### config.mk
export PLATFORM = sky130hd
export DESIGN_NAME = credit_link_top
export DESIGN_NICKNAME = d
export VERILOG_FILES = /design/src/hdl/credit_link_pkg.sv /design/src/hdl/credit_counter.sv /design/src/hdl/credit_sender.sv /design/src/hdl/credit_receiver.sv /design/src/hdl/credit_link_top.sv
export VERILOG_INCLUDE_DIRS = /design/src /design/src/hdl
export SDC_FILE = /design/constraint.sdc
export NUM_CORES = 1
export LEC_CHECK = 0
export BUFFER_PORTS_ARGS = -buffer_cell sky130_fd_sc_hd__buf_2
export CAP_MARGIN = 25
export CORE_ASPECT_RATIO = 1.25
export CORE_MARGIN = 1
export CORE_UTILIZATION = 55
export CTS_CLUSTER_SIZE = 20
export DETAILED_ROUTE_END_ITERATION = 16
export PLACE_DENSITY = 0.75
export SLEW_MARGIN = 20
export SYNTH_ARGS = -nofsm -noshare
export SYNTH_HDL_FRONTEND = slang
export SYNTH_HIERARCHICAL = 1
export SYNTH_SLANG_ARGS = --single-unit
### constraint.sdc
create_clock -name clk -period 6.5 [get_ports clk]
set_input_delay 0.975 -clock clk [delete_from_list [all_inputs] [get_ports clk]]
set_output_delay 0.975 -clock clk [all_outputs]
set_load 0.02 [all_outputs]
### src/hdl/credit_link_defs.svh
/*
  Build-time parameters for the credit link.
  CL_MAX_CREDIT must be at least 1; it sets both the credit pool and the
  receiver buffer depth, so the two always agree.
  CL_REG_POP takes 0 or 1 only.
*/
`ifndef CREDIT_LINK_DEFS_SVH
`define CREDIT_LINK_DEFS_SVH

// Flit data width in bits.
`define CL_WIDTH 8

// Total credits in circulation, equal to the receiver buffer depth.
`define CL_MAX_CREDIT 4

// When 1, the sender link outputs pass through one register stage.
`define CL_REG_POP 1

// Width of a credit count, wide enough to hold CL_MAX_CREDIT itself.
`define CL_CNT_W ($clog2(`CL_MAX_CREDIT + 1))

`endif

### src/hdl/credit_link_pkg.sv
/*
  Shared types for the credit link.
  Widths come from the defs header, so a change there reaches every block.
*/
`default_nettype none

`include "credit_link_defs.svh"

package credit_link_pkg;

  // One flit of payload on the link.
  typedef logic [`CL_WIDTH-1:0] flit_t;

  // A credit count, from zero up to CL_MAX_CREDIT inclusive.
  typedef logic [`CL_CNT_W-1:0] credit_t;

  // Counter operation for one cycle.
  // SWAP means a credit came back and one was spent at the same edge.
  typedef enum logic [1:0] {
    CNT_HOLD = 2'b00,
    CNT_INC  = 2'b01,
    CNT_DEC  = 2'b10,
    CNT_SWAP = 2'b11
  } cnt_op_e;

endpackage

`default_nettype wire

### src/hdl/credit_counter.sv
/*
  Credit counter for the sender side of the link.
  The count loads CL_MAX_CREDIT at reset; there is no initial-value port.
  Increment and decrement are by one credit each and may coincide.
  The caller must not increment a full counter without a decrement.
*/
`timescale 1ns/1ps
`default_nettype none

`include "credit_link_defs.svh"

module credit_counter import credit_link_pkg::*; (
  input  logic    clk,
  input  logic    arst_n,
  input  logic    incr_valid,
  input  logic    decr_valid,
  output logic    decr_ready,
  input  credit_t withhold,
  output credit_t value,
  output credit_t available
);

  cnt_op_e op;
  logic    decr_xfer;

  // ----------------------------------------------------------
  // Availability
  // ----------------------------------------------------------

  // Withheld credits are removed from what may be spent.
  // The difference saturates at zero when withhold exceeds the count.
  assign available = (value > withhold) ? (value - withhold) : '0;

  // A credit returning this cycle may be spent at once.
  assign decr_ready = (available != '0) || incr_valid;
  assign decr_xfer  = decr_valid && decr_ready;

  // ----------------------------------------------------------
  // Update
  // ----------------------------------------------------------

  // Decode this cycle's events into one operation.
  always_comb begin
    case ({decr_xfer, incr_valid})
      2'b01:   op = CNT_INC;
      2'b10:   op = CNT_DEC;
      2'b11:   op = CNT_SWAP;
      default: op = CNT_HOLD;
    endcase
  end

  // The pool starts full, since the receiver buffer is empty at reset.
  always_ff @(posedge clk or negedge arst_n) begin
    if (!arst_n) begin
      value <= credit_t'(`CL_MAX_CREDIT);
    end else begin
      case (op)
        CNT_INC: value <= value + credit_t'(1);
        CNT_DEC: value <= value - credit_t'(1);
        // HOLD and SWAP both leave the count as it is.
        default: value <= value;
      endcase
    end
  end

endmodule

`default_nettype wire

### src/hdl/credit_sender.sv
/*
  Credit sender: ready/valid push in, valid strobe and data out to the link.
  One credit is spent per flit; credits return as single-cycle pulses.
  push_ready stays low during reset and for the first cycle after it.
  With CL_REG_POP = 1 the link outputs lag the push transfer by one cycle.
*/
`timescale 1ns/1ps
`default_nettype none

`include "credit_link_defs.svh"

module credit_sender import credit_link_pkg::*; (
  input  logic    clk,
  input  logic    arst_n,
  input  logic    push_valid,
  input  flit_t   push_data,
  output logic    push_ready,
  input  logic    link_credit,
  output logic    link_valid,
  output flit_t   link_data,
  input  credit_t credit_withhold,
  output credit_t credit_count,
  output credit_t credit_available
);

  logic active;
  logic cnt_ready;
  logic send;

  // Goes high one edge after reset is released.
  // Until then the push port refuses flits.
  always_ff @(posedge clk or negedge arst_n) begin
    if (!arst_n) begin
      active <= 1'b0;
    end else begin
      active <= 1'b1;
    end
  end

  // The decrement request is qualified by active, so the counter only
  // spends a credit on a real push transfer.
  credit_counter u_counter (
    .clk        (clk),
    .arst_n     (arst_n),
    .incr_valid (link_credit),
    .decr_valid (push_valid && active),
    .decr_ready (cnt_ready),
    .withhold   (credit_withhold),
    .value      (credit_count),
    .available  (credit_available)
  );

  assign push_ready = cnt_ready && active;
  assign send       = push_valid && push_ready;

  // ----------------------------------------------------------
  // Link outputs
  // ----------------------------------------------------------

  if (`CL_REG_POP) begin : gen_reg_pop
    // The strobe is cleared at reset; data is loaded only with a flit.
    always_ff @(posedge clk or negedge arst_n) begin
      if (!arst_n) begin
        link_valid <= 1'b0;
      end else begin
        link_valid <= send;
      end
    end

    always_ff @(posedge clk) begin
      if (send) begin
        link_data <= push_data;
      end
    end
  end else begin : gen_pass_pop
    assign link_valid = send;
    assign link_data  = push_data;
  end

endmodule

`default_nettype wire

### src/hdl/credit_receiver.sv
/*
  Credit receiver: buffers link flits and presents them on a ready/valid
  pop port, returning one registered credit pulse per popped flit.
  The buffer holds CL_MAX_CREDIT flits and takes no back-pressure from the
  link; the sender's credit rule keeps it from overflowing.
*/
`timescale 1ns/1ps
`default_nettype none

`include "credit_link_defs.svh"

module credit_receiver import credit_link_pkg::*; (
  input  logic  clk,
  input  logic  arst_n,
  input  logic  link_valid,
  input  flit_t link_data,
  output logic  link_credit,
  output logic  pop_valid,
  output flit_t pop_data,
  input  logic  pop_ready
);

  // A depth of one still needs a one-bit pointer.
  localparam int PTR_W = (`CL_MAX_CREDIT > 1) ? $clog2(`CL_MAX_CREDIT) : 1;
  localparam logic [PTR_W-1:0] LAST = PTR_W'(`CL_MAX_CREDIT - 1);

  flit_t             mem [`CL_MAX_CREDIT];
  logic  [PTR_W-1:0] wr_ptr;
  logic  [PTR_W-1:0] rd_ptr;
  credit_t           occupancy;
  logic              pop_xfer;

  // ----------------------------------------------------------
  // Storage
  // ----------------------------------------------------------

  // Every link strobe is written; there is no full check here.
  always_ff @(posedge clk) begin
    if (link_valid) begin
      mem[wr_ptr] <= link_data;
    end
  end

  // The head entry is shown whenever the buffer is not empty.
  assign pop_valid = (occupancy != '0);
  assign pop_data  = mem[rd_ptr];
  assign pop_xfer  = pop_valid && pop_ready;

  // ----------------------------------------------------------
  // Pointers and occupancy
  // ----------------------------------------------------------

  // Pointers wrap at the buffer depth, which need not be a power of two.
  always_ff @(posedge clk or negedge arst_n) begin
    if (!arst_n) begin
      wr_ptr <= '0;
      rd_ptr <= '0;
    end else begin
      if (link_valid) begin
        wr_ptr <= (wr_ptr == LAST) ? '0 : wr_ptr + 1'b1;
      end
      if (pop_xfer) begin
        rd_ptr <= (rd_ptr == LAST) ? '0 : rd_ptr + 1'b1;
      end
    end
  end

  // A write and a pop at the same edge leave the occupancy unchanged.
  always_ff @(posedge clk or negedge arst_n) begin
    if (!arst_n) begin
      occupancy <= '0;
    end else begin
      case ({link_valid, pop_xfer})
        2'b10:   occupancy <= occupancy + credit_t'(1);
        2'b01:   occupancy <= occupancy - credit_t'(1);
        default: occupancy <= occupancy;
      endcase
    end
  end

  // The credit goes back one cycle after the entry is freed.
  always_ff @(posedge clk or negedge arst_n) begin
    if (!arst_n) begin
      link_credit <= 1'b0;
    end else begin
      link_credit <= pop_xfer;
    end
  end

endmodule

`default_nettype wire

### src/hdl/credit_link_top.sv
/*
  Top level of the credit link: sender and receiver on one clock and one
  asynchronous reset, joined by the valid, data and credit link wires.
*/
`timescale 1ns/1ps
`default_nettype none

`include "credit_link_defs.svh"

module credit_link_top import credit_link_pkg::*; (
  input  logic    clk,
  input  logic    arst_n,
  input  logic    push_valid,
  input  flit_t   push_data,
  output logic    push_ready,
  output logic    pop_valid,
  output flit_t   pop_data,
  input  logic    pop_ready,
  input  credit_t credit_withhold,
  output credit_t credit_count,
  output credit_t credit_available
);

  // Forward strobe and data, and the returning credit pulse.
  logic  link_valid;
  flit_t link_data;
  logic  link_credit;

  credit_sender u_sender (
    .clk              (clk),
    .arst_n           (arst_n),
    .push_valid       (push_valid),
    .push_data        (push_data),
    .push_ready       (push_ready),
    .link_credit      (link_credit),
    .link_valid       (link_valid),
    .link_data        (link_data),
    .credit_withhold  (credit_withhold),
    .credit_count     (credit_count),
    .credit_available (credit_available)
  );

  credit_receiver u_receiver (
    .clk         (clk),
    .arst_n      (arst_n),
    .link_valid  (link_valid),
    .link_data   (link_data),
    .link_credit (link_credit),
    .pop_valid   (pop_valid),
    .pop_data    (pop_data),
    .pop_ready   (pop_ready)
  );

endmodule

`default_nettype wire

==> results.md, run 1 <==
- Area grow syn2layout: 13.1%
- Layout cell share with drive strength beyond 1: 30.0%
- Initial antenna violation count: 0
- Internal power: 708 uW
- Worst path arrival time: 2.61 ns
- Power per cell area: 430 mW/mm^2
- Final setup violation count: 0
- Reg2Reg Depth: 13
- Setup TNS: 0 ns
- Clock Tree Buf Depth: 2
- Final RePlAce weighted congestion: 0.776
- Initial core utilization: 58.5%
- Tmin final: around 3.6 ns
- Combinational Power Share: between 30% and 40%
- DR vias/cell: 5.22
- Vias: roughly 1200
- Io pins: 31
- Starting DRC count in detailed routing: 34
- Synth unique cells: 35
- Final worst-path cycle share: 55.2%
- Most frequent cells in the layout: edfxtp_1, buf_2, inv_1
- Fillers: around 300
- Final Cell Area: 0.00256 mm^2
- Post-CTS Hold Fix Bufs: 0
- Syn_nets: about 160
- Clk pwr share: between 10% and 20%
- Outcome: finished, final reports clean
- Critical Path Fanout Max: 3
- Max Cap Viol: 0
- Hold Path Class: reg2reg
- Residual DRC: 0
- Crit start category: input pin
- Worst Hold Path Cells: 1
- Placed inst area: between 0.002 and 0.0025 mm^2
- RSZ-0062 raised after global routing: no
- Die area: ~0.0044 mm^2
- Non-Filler Instances: about 220
- Syn Area/Cell: ~17 um^2
- Inserted Clock Buffers: 5
- YS warnings: 6
- Fin Clk Skew: ~0.0054 ns
- Power, Total: between 1 and 1.5 mW
- Num Clock Sinks: 53
- Max Freq: 279 MHz
- Core area: 0.00388 mm^2
- First-pass GRT wire length: between 5000 and 6000 um
- Port bufs: 30
- Reg clk slew, reported paths: 0.09 ns
- Sequential fraction of the synthesis area: approximately 67%
- Leak pwr: between 1 and 1.5 nW
- Max Slew Vio Count: 0
- Synth Register Bits: 53
- First drt pass iteration count: 4
- H-Tree Depth: 2
- Largest net degree at the start of global routing: 17
- Worst skew pair latency: 0.30 ns
- ANT cells: 0
- Vias in the first global route: 1239
- Clk root buf: clkbuf_8
- Crit. End Element: output port
- Worst Tran Pin Value: between 0.5 and 0.6 ns
- Area of the mapped netlist: roughly 0.0023 mm^2
- Cts repair resizes: 0
- FP Rows: 25
- DPL Wire Length: 2540 um
- Horiz. Die Dim: 59.4 um
- WL final: 3440 um
- Placed cell count: roughly 220
- GRT Residual Overflow: 0
- Kind of critical path: in2out
- Sequential share of power: 45.6%
- Fin nets: 197
- Final core utilization: 66.1%
- Post-CTS Setup Inserts: 0
- Commonest non-fill, non-tap cell in the layout: edfxtp_1
- Antenna Violating Nets Remaining: 0
- TritonCTS clock tree: built
- WL/cell: 15.4 um
- Cells after Synth: 134
- VDD IR max: 0.247 mV
- Die H: about 74 um
- WP data required: 5.52 ns
- Switching Fraction: 35.8%
- Max-slew headroom: 61.1%
- GR Util All Layers: 18.3%
- Final Hold Viols: 0
- NetSw: 395 uW
state kept, by name, indices dropped and copies added, names as in the netlist:
register                  cells
u_sender/link_valid           1
u_receiver/rd_ptr             2
u_receiver/link_credit        1
u_receiver/wr_ptr             2
u_sender/link_data            8
u_sender/u_counter/value      3
u_receiver/mem               32
u_sender/active               1
u_receiver/occupancy          3
critical path: stages:
cell	delay, ns
buf_2	0.08
ha_1	0.15
inv_1	0.05
fa_1	0.52
nor2b_1	0.06
o2111ai_1	0.23
a21boi_0	0.23
and2_2	0.17
buf_2	0.15
metal layers:
metal / vias to the layer above / track usage [%] / routed length, um
met5: - / 0 / 0
met3: 5 / 4.93 / 165
met4: 0 / 6.35 / 39
met1: 576 / 20.7 / 1400
met2: 34 / 32.6 / 1840
li1: 554 / - / -
synth_stat cells (all sizes together):
cell     count  share of area [%]
a21oi        1               0.22
clkbuf       1               0.17
and3b        1               0.39
mux2         2                1.3
a21boi       1               0.33
a211oi       1               0.33
nand2        4               0.99
fa           3                2.6
and3         2               0.55
o211a        1               0.44
buf          1               0.22
mux2i        1               0.44
dfstp        1                1.2
o2111ai      1               0.39
ha          10                5.5
nor2b        1               0.28
and2         6                1.7
dfrtp       12                 13
nor2         4               0.66
xor2         4                1.5
nand3b       1               0.33
inv         14                2.3
conb         1               0.17
o21bai       1               0.33
mux4         8                7.9
nand3        1               0.22
o21ai        3               0.66
edfxtp      40                 53
nand2b       2               0.55
a211o        1               0.39
or3          2               0.77
xnor2        2               0.77
area by class of cell:
| cell class | instances | area (um^2) | share of cell area, % |
|---|---|---|---|
| Clock inverter | 2 | 15.0 | 0.586 |
| Timing Repair Buffer | 30 | 150 | 5.86 |
| Inverter | 14 | 52.6 | 2.05 |
| Tap cell | 54 | 67.6 | 2.64 |
| Multi-Input combinational cell | 65 | 678 | 26.5 |
| Sequential cell | 53 | 1530 | 59.6 |
| Clock buffer | 6 | 72.6 | 2.83 |
stage by stage:
stage / hold WS, ns / setup slack, ns
2_1_floorplan: 0.443 / 3.21
3_3_place_gp: 0.460 / 2.98
3_5_place_dp: 0.470 / 2.92
4_1_cts: 0.485 / 2.92
5_1_grt: 0.514 / 2.77
6_report: 0.481 / 2.91
cells by family after synthesis:
group | after synthesis | share of synthesized area, %
flops | 53 | 67.4
mux | 11 | 9.71
compound gates | 10 | 3.09
simple gates | 24 | 6.46
other cells | 1 | 0.165
buf+inv | 16 | 2.70
fa+ha+maj | 13 | 8.17
xor+xnor | 6 | 2.32
power groups by stage:
stage / clock network (mW) / registers (mW) / logic, mW
finish: 0.177 / 0.503 / 0.423
global placement: 0 / 0.510 / 0.406
global route: 0.193 / 0.514 / 0.469
floorplan: 0 / 0.486 / 0.332
CTS: 0.182 / 0.506 / 0.427
detailed placement: 0 / 0.513 / 0.425
path summary, 6_finish.rpt:
kind | endpoint | start | slack (ns)
setup / recovery | push_ready | credit_withhold[0] | 2.91
hold / removal | u_receiver/occupancy[2]$_DFFE_PN0P_ | u_receiver/occupancy[2]$_DFFE_PN0P_ | 0.48
setup reg to reg | u_sender/u_counter/value[2]$_DFFE_PN1P_ | u_sender/u_counter/value[0]$_DFFE_PN0P_ | 3.60
hold reg to reg | u_receiver/occupancy[2]$_DFFE_PN0P_ | u_receiver/occupancy[2]$_DFFE_PN0P_ | 0.48
max in group asynchronous | u_sender/u_counter/value[2]$_DFFE_PN1P_ | arst_n | 5.67
min in group asynchronous | u_receiver/occupancy[2]$_DFFE_PN0P_ | arst_n | 0.55
(Power assumes the default switching activity.)
==> run 2, diff against run 1 <==
clock period = 3.6 ns   (was 6.5 ns; I/O delays follow)
==> run 2 against run 1 <==
  * Routed wire length grew 0.26%
  * Sequential share of layout area grew 0.18 points
  * Total power grew 79%
  * Final cell count is the same
  * Sequential power grew 81%
  * Register-to-register slack lost 2.8 ns
  * Global-route usage shrank 0.26 points
  * Largest cell class unchanged
  * Worst hold slack lost 0.36 ns
==> results.md, run 2 (synthesis gave the netlist of run 1 again) <==
- Outcome: finished, final reports clean
- Setup crit start: u_sender/u_counter/value[0]$_DFFE_PN0P_
- Final RePlAce weighted congestion: 0.749 (-3.4%)
- Met2 usage: 31.2% (-1.4 points)
- Reg2Reg Depth: 13 (unchanged)
- GR Util All Layers: 18.0% (-0.26 points)
- GRT Residual Overflow: 0 (unchanged)
- Fillers: 311 (+4.0%)
- Switching Fraction: 35.3% (-0.53 points)
- Worst Tran Pin Value: 0.600 ns (+0.0172 ns)
- Crit. path cell count: 9 (unchanged)
- NetSw: 697 uW (+76%)
- Antenna Violating Nets Remaining: 0 (unchanged)
- Most Frequent Cell on Critical Path: inv_1
- Most used routing layer: met2
- Vias in the first global route: 1193 (-3.7%)
- Final worst-path cycle share: 82.0%
- Starting DRC count in detailed routing: 21 (-38%)
- Final Hold Viols: 0 (unchanged)
- Initial core utilization: 58.5% (unchanged)
- Post-CTS Setup Inserts: 0 (unchanged)
- Slowest stage cell, crit path: fa_1
- Max Slew Vio Count: 0 (unchanged)
- DR vias/cell: 5.29 (+1.3%)
- Final setup violation count: 0 (unchanged)
- Max reg flops: 32 (unchanged)
- First drt pass iteration count: 4 (unchanged)
- Kind of critical path: reg2out
- Die area: 0.00438 mm^2 (unchanged)
- Crit. End Element: output port
- CP bufs+invs: 3 (unchanged)
- ANT cells: 0 (unchanged)
- Critical Path Fanout Max: 3 (unchanged)
- Setup TNS: 0 ns (unchanged)
- FP Rows: 25 (unchanged)
- R2R setup slack: 0.76 ns (-2.84 ns)
- Core area: 0.00388 mm^2 (unchanged)
- Crit start category: flip-flop
- M1 GR Usage: 19.3% (-1.4 points)
- Io pins: 31 (unchanged)
- Worst skew pair latency: 0.29 ns (about the same)
- WL/cell: 15.4 um (+0.26%)
- RSZ-0062 raised after global routing: no
- Max-slew headroom: 60.0% (-1.1 points)
- TritonCTS clock tree: built
- H-Tree Depth: 2 (unchanged)
- Top reg by flops: u_receiver/mem
- Residual DRC: 0 (unchanged)
- Post-CTS Hold Fix Bufs: 0 (unchanged)
- Met3 usage: 6.51% (+1.6 points)
- Internal power: 1.28 mW (+81%)
- Clock Tree Buf Depth: 2 (unchanged)
- Hold Path Class: in2async
- Max Freq: 339 MHz
- Commonest non-fill, non-tap cell in the layout: edfxtp_1
- Inserted Clock Buffers: 5 (unchanged)
- Num Clock Sinks: 53 (unchanged)
- Layout cell share with drive strength beyond 1: 28.8% (-1.2 points)
- Most frequent cells in the layout: edfxtp_1, buf_2, inv_1
- WP data required: 3.06 ns (-2.46 ns)
- First-pass GRT wire length: 5360 um (-4.1%)
- Initial antenna violation count: 0 (unchanged)
- Power, Total: 1.98 mW (+79%)
- Tmin final: 2.95 ns
- Vias: 1184 (+1.3%)
- R2r endpoint: u_sender/u_counter/value[2]$_DFFE_PN1P_
- Largest delay share family, worst path: adder cells
- Largest net degree at the start of global routing: 16 (-1)
- Fin nets: 197 (unchanged)
- Slowest stage delay, CP: 0.52 ns (about the same)
- Critical R2R Launch: u_sender/u_counter/value[0]$_DFFE_PN0P_
- Combinational Power Share: 38.8% (+0.4 points)
- DPL Wire Length: 2530 um (-0.28%)
- Horiz. Die Dim: 59.4 um (unchanged)
- Die H: 73.8 um (unchanged)
- Clk root buf: clkbuf_8
- Sequential share of power: 46.1% (+0.5 points)
- Power per cell area: 773 mW/mm^2 (+80%)
- Crit path cell chain: inv_1 > ha_1 > inv_1 > fa_1 > nor2b_1 > o2111ai_1 > a21boi_0 > and2_2 > buf_2
- Top flop regs: u_receiver/mem x32, u_sender/link_data x8
- Leak pwr: 1.03 nW (+0.24%)
- Worst path arrival time: 2.41 ns (-0.20 ns)
- Cts repair resizes: 0 (unchanged)
- VDD IR max: 0.446 mV (+80%)
- Port bufs: 30 (unchanged)
- WL final: 3450 um (+0.26%)
- Area grow syn2layout: 12.7%
- Clk pwr share: 15.1% (-0.9 points)
- Reg clk slew, reported paths: 0.08 ns (about the same)
- Max Cap Viol: 0 (unchanged)
- Worst setup path end: push_ready
- Fin Clk Skew: 0.00406 ns (-0.00130 ns)
run 2: power groups by stage:
| stage | Combinational (mW) | Clock (mW) | Sequential (mW) |
|---|---|---|---|
| 2_1_floorplan | 0.599 | 0 | 0.878 |
| 3_3_place_gp | 0.733 | 0 | 0.921 |
| 3_5_place_dp | 0.772 | 0 | 0.928 |
| 4_1_cts | 0.776 | 0.310 | 0.915 |
| 5_1_grt | 0.837 | 0.331 | 0.930 |
| 6_report | 0.766 | 0.298 | 0.911 |
run 2: how the worst min path moves through the flow:
stage	startpoint	endpoint	slack, ns
5_1_grt	arst_n	u_receiver/occupancy[1]$_DFFE_PN0P_	0.12
3_5_place_dp	arst_n	u_receiver/occupancy[0]$_DFFE_PN0P_	0.44
4_1_cts	arst_n	u_receiver/occupancy[0]$_DFFE_PN0P_	0.12
3_3_place_gp	arst_n	u_receiver/occupancy[2]$_DFFE_PN0P_	0.43
2_1_floorplan	arst_n	u_receiver/link_credit$_DFF_PN0_	0.24
6_report	arst_n	u_receiver/occupancy[0]$_DFFE_PN0P_	0.12
run 2: layer usage:
metal	vias up	routed length (um)
met5	-	0
met4	0	80
met3	6	178
met2	37	1870
met1	586	1320
li1	555	-
run 2: layout make-up:
type                    instances  area (um^2)  area share (%)
clock buffers                   7         76.3            2.99
inverters                      14         52.6            2.06
multi-input cells              65          678            26.5
clock inverters                 1         3.75           0.147
flip-flops and latches         53         1530            59.8
repair buffers                 30          150            5.87
well taps                      54         67.6            2.64
run 2: stage by stage:
step	cell area, um^2	hold slack, ns	cells	setup slack (ns)	util [%]
2_1_floorplan	2270	0.244	134	0.866	-
3_3_place_gp	2480	0.432	216	0.781	63.8
3_5_place_dp	2480	0.437	216	0.681	63.8
4_1_cts	2560	0.117	224	0.629	65.9
5_1_grt	2560	0.121	224	0.521	65.9
6_report	2560	0.120	224	0.647	65.9
==> run 3, diff against run 2 <==
clock period = 2.8 ns   (was 3.6 ns; I/O delays follow)
==> run 3 against run 2 <==
  * Setup slack worse by 0.58 ns
  * Non-clock buffer count increased by 6
  * First-iteration DRC count is 95% higher
  * Clock skew is 0.0060 ns higher
  * Core utilization up 2.5 points
  * Clock power grew 40%
  * Flip-flop and latch count stayed put
  * Sequential power grew 28%
  * Via count up 1.0%
  * Critical path type is now reg2reg
  * Critical endpoint is now u_sender/u_counter/value[2]$_DFFE_PN1P_
==> results.md, run 3 (synthesis gave the netlist of run 1 again) <==
- VDD IR max: 0.553 mV (+24%)
- Setup WS pre-CTS: -0.112 ns (-0.793 ns)
- Max Freq: 366 MHz
- Num Clock Sinks: 53 (unchanged)
- Die H: 73.8 um (unchanged)
- Slowest stage cell, crit path: fa_2
- CP bufs+invs: 3 (unchanged)
- Port bufs: 30 (unchanged)
- Max reg flops: 32 (unchanged)
- Outcome: finished, final reports clean
- Max-slew headroom: 59.6% (-0.42 points)
- Core area: 0.00388 mm^2 (unchanged)
- WP data required: 3.03 ns (-0.03 ns)
- GRT Residual Overflow: 0 (unchanged)
- First drt pass iteration count: 4 (unchanged)
- Top reg by flops: u_receiver/mem
- Max Slew Vio Count: 0 (unchanged)
- WL final: 3670 um (+6.3%)
- FP Rows: 25 (unchanged)
- RSZ-0062 raised after global routing: yes
- Max Cap Viol: 0 (unchanged)
- Top flop regs: u_receiver/mem x32, u_sender/link_data x8
- First-pass GRT wire length: 5620 um (+4.8%)
- Worst path arrival time: 2.96 ns (+0.55 ns)
- DR vias/cell: 5.20 (-1.6%)
- Most Frequent Cell on Critical Path: inv_2
- Crit. End Element: flip-flop
- Internal power: 1.72 mW (+34%)
- Combinational Power Share: 41.0% (+2.2 points)
- Met3 WL: 154 um (-13%)
- Die area: 0.00438 mm^2 (unchanged)
- Commonest non-fill, non-tap cell in the layout: edfxtp_1
- Area grow syn2layout: 17.1%
- ANT cells: 0 (unchanged)
- Final Hold Viols: 0 (unchanged)
- Io pins: 31 (unchanged)
- DPL Wire Length: 2590 um (+2.4%)
- WL/cell: 16.0 um (+3.5%)
- Layout cell share with drive strength beyond 1: 38.6% (+9.8 points)
- Final Hold Slack: 0.289 ns (+0.169 ns)
- Crit path cell chain: inv_2 > ha_4 > inv_2 > fa_2 > nor2b_2 > o2111ai_2 > o211a_1 > ha_2 > inv_2 > fa_2 > xor2_1 > nor2_1 > xor2_1
- Crit start category: flip-flop
- Fin nets: 203 (+3.0%)
- Horiz. Die Dim: 59.4 um (unchanged)
- GR Util All Layers: 18.6% (+0.56 points)
- Antenna Violating Nets Remaining: 0 (unchanged)
- Final core utilization: 68.5% (+2.5 points)
- Initial core utilization: 58.5% (unchanged)
- Clock Tree Buf Depth: 2 (unchanged)
- Worst Hold Path Cells: 1
- Max layer used: met4
- Power, Total: 2.69 mW (+36%)
- Leak pwr: 1.07 nW (+3.5%)
- Initial antenna violation count: 0 (unchanged)
- Starting DRC count in detailed routing: 41 (+95%)
- Kind of critical path: reg2reg
- Most frequent cells in the layout: edfxtp_1, buf_2, dfrtp_1
- Vias in the first global route: 1216 (+1.9%)
- Final RePlAce weighted congestion: 0.739 (-1.4%)
- Inserted Clock Buffers: 5 (unchanged)
- NetSw: 976 uW (+40%)
- Worst Tran Pin Value: 0.606 ns (+0.00632 ns)
- TritonCTS clock tree: built
- Switching Fraction: 36.2% (+0.95 points)
- Vias: 1196 (+1.0%)
- Final worst slack: 0.0649 ns (-0.582 ns)
- Reg clk slew, reported paths: 0.10 ns (+0.02 ns)
- Met2 WL post-DR: 2020 um (+8.0%)
- Hold Path Class: in2reg
- Crit. path cell count: 13 (+4)
- Critical Path Fanout Max: 3 (unchanged)
- Final Cell Area: 0.00266 mm^2 (+3.9%)
- Clk pwr share: 15.5% (+0.4 points)
- Slowest stage delay, CP: 0.55 ns (+0.03 ns)
- Power per cell area: 1010 mW/mm^2 (+31%)
- Largest net degree at the start of global routing: 18 (+2)
- Largest delay share family, worst path: adder cells
- Sequential share of power: 43.5% (-2.6 points)
- Clk root buf: clkbuf_8
- Residual DRC: 0 (unchanged)
- Reg2Reg Depth: 13 (unchanged)
- Fin Clk Skew: 0.0101 ns (+0.00599 ns)
- Placed inst area: 0.00248 mm^2 (+0.30%)
- Final setup violation count: 0 (unchanged)
- Final worst-path cycle share: a little over nine tenths
- Tmin final: 2.74 ns
- H-Tree Depth: 2 (unchanged)
- Metal-1 WL: 1420 um (+7.1%)
- Worst skew pair latency: 0.30 ns (about the same)
run 3: changes by cell type in the layout (fill, tap and decap cells not counted), moves of 2 or more:
cell | before | now
fa_2 | 0 | 2
inv_1 | 14 | 11
ha_1 | 10 | 8
fa_1 | 3 | 1
clkbuf_1 | 2 | 0
buf_4 | 0 | 6
inv_2 | 0 | 3
run 3: metrics by stage:
| step | instances | TNS [ns] |
|---|---|---|
| after floorplan | 134 | 0 |
| after global placement | 217 | 0 |
| after detailed placement | 217 | -0.112 |
| after CTS | 228 | 0 |
| after global routing | 230 | -0.0735 |
| final | 230 | 0 |
run 3: worst paths after layout:
| check | from | to | slack [ns] |
|---|---|---|---|
| setup / recovery | u_sender/u_counter/value[0]$_DFFE_PN0P_ | u_sender/u_counter/value[2]$_DFFE_PN1P_ | 0.06 |
| hold / removal | push_data[3] | u_sender/link_data[3]$_DFFE_PP_ | 0.29 |
| max in group asynchronous | arst_n | u_sender/u_counter/value[2]$_DFFE_PN1P_ | 1.99 |
| min in group asynchronous | arst_n | u_receiver/wr_ptr[0]$_DFFE_PN0P_ | 0.52 |
| setup reg to reg | u_sender/u_counter/value[0]$_DFFE_PN0P_ | u_sender/u_counter/value[2]$_DFFE_PN1P_ | 0.06 |
| hold reg to reg | u_receiver/occupancy[2]$_DFFE_PN0P_ | u_receiver/occupancy[2]$_DFFE_PN0P_ | 0.47 |
run 3: worst register-to-register path, stage by stage, from the launching register on:
cell and delay, ns:
dfrtp_1 0.40, inv_2 0.09, ha_4 0.14, inv_2 0.03, fa_2 0.55, nor2b_2 0.06, o2111ai_2 0.21, o211a_1 0.19
ha_2 0.19, inv_2 0.04, fa_2 0.32, xor2_1 0.15, nor2_1 0.14, xor2_1 0.15
run 3: final cells by class:
cell class | instances | area (um^2)
Clock buffer | 5 | 68.8
Clock inverter | 3 | 21.3
Fill cell | 289 | 1220
Inverter | 14 | 52.6
Multi-Input combinational cell | 65 | 717
Sequential cell | 53 | 1530
Tap cell | 54 | 67.6
Timing Repair Buffer | 36 | 200
run 3: power by group through the flow:
stage | logic [mW] | registers [mW] | clock network, mW
CTS | 1.06 | 1.18 | 0.433
floorplan | 0.770 | 1.13 | 0
global route | 1.21 | 1.20 | 0.455
finish | 1.10 | 1.17 | 0.418
detailed placement | 0.995 | 1.19 | 0
global placement | 0.943 | 1.18 | 0
run 3: metal layers:
metal  track usage (%)  vias up
li1                  -      564
met1              19.9      589
met2              34.0       35
met3              3.87        8
met4              8.99        0
met5                 0        -
run 3: repair_timing:
item	CTS	global route
resized for setup	8	7
setup buffers	2	2
pin swaps	4	5
hold endpoints to repair	12	0
setup endpoints to repair	2	2
hold buffers	1	0
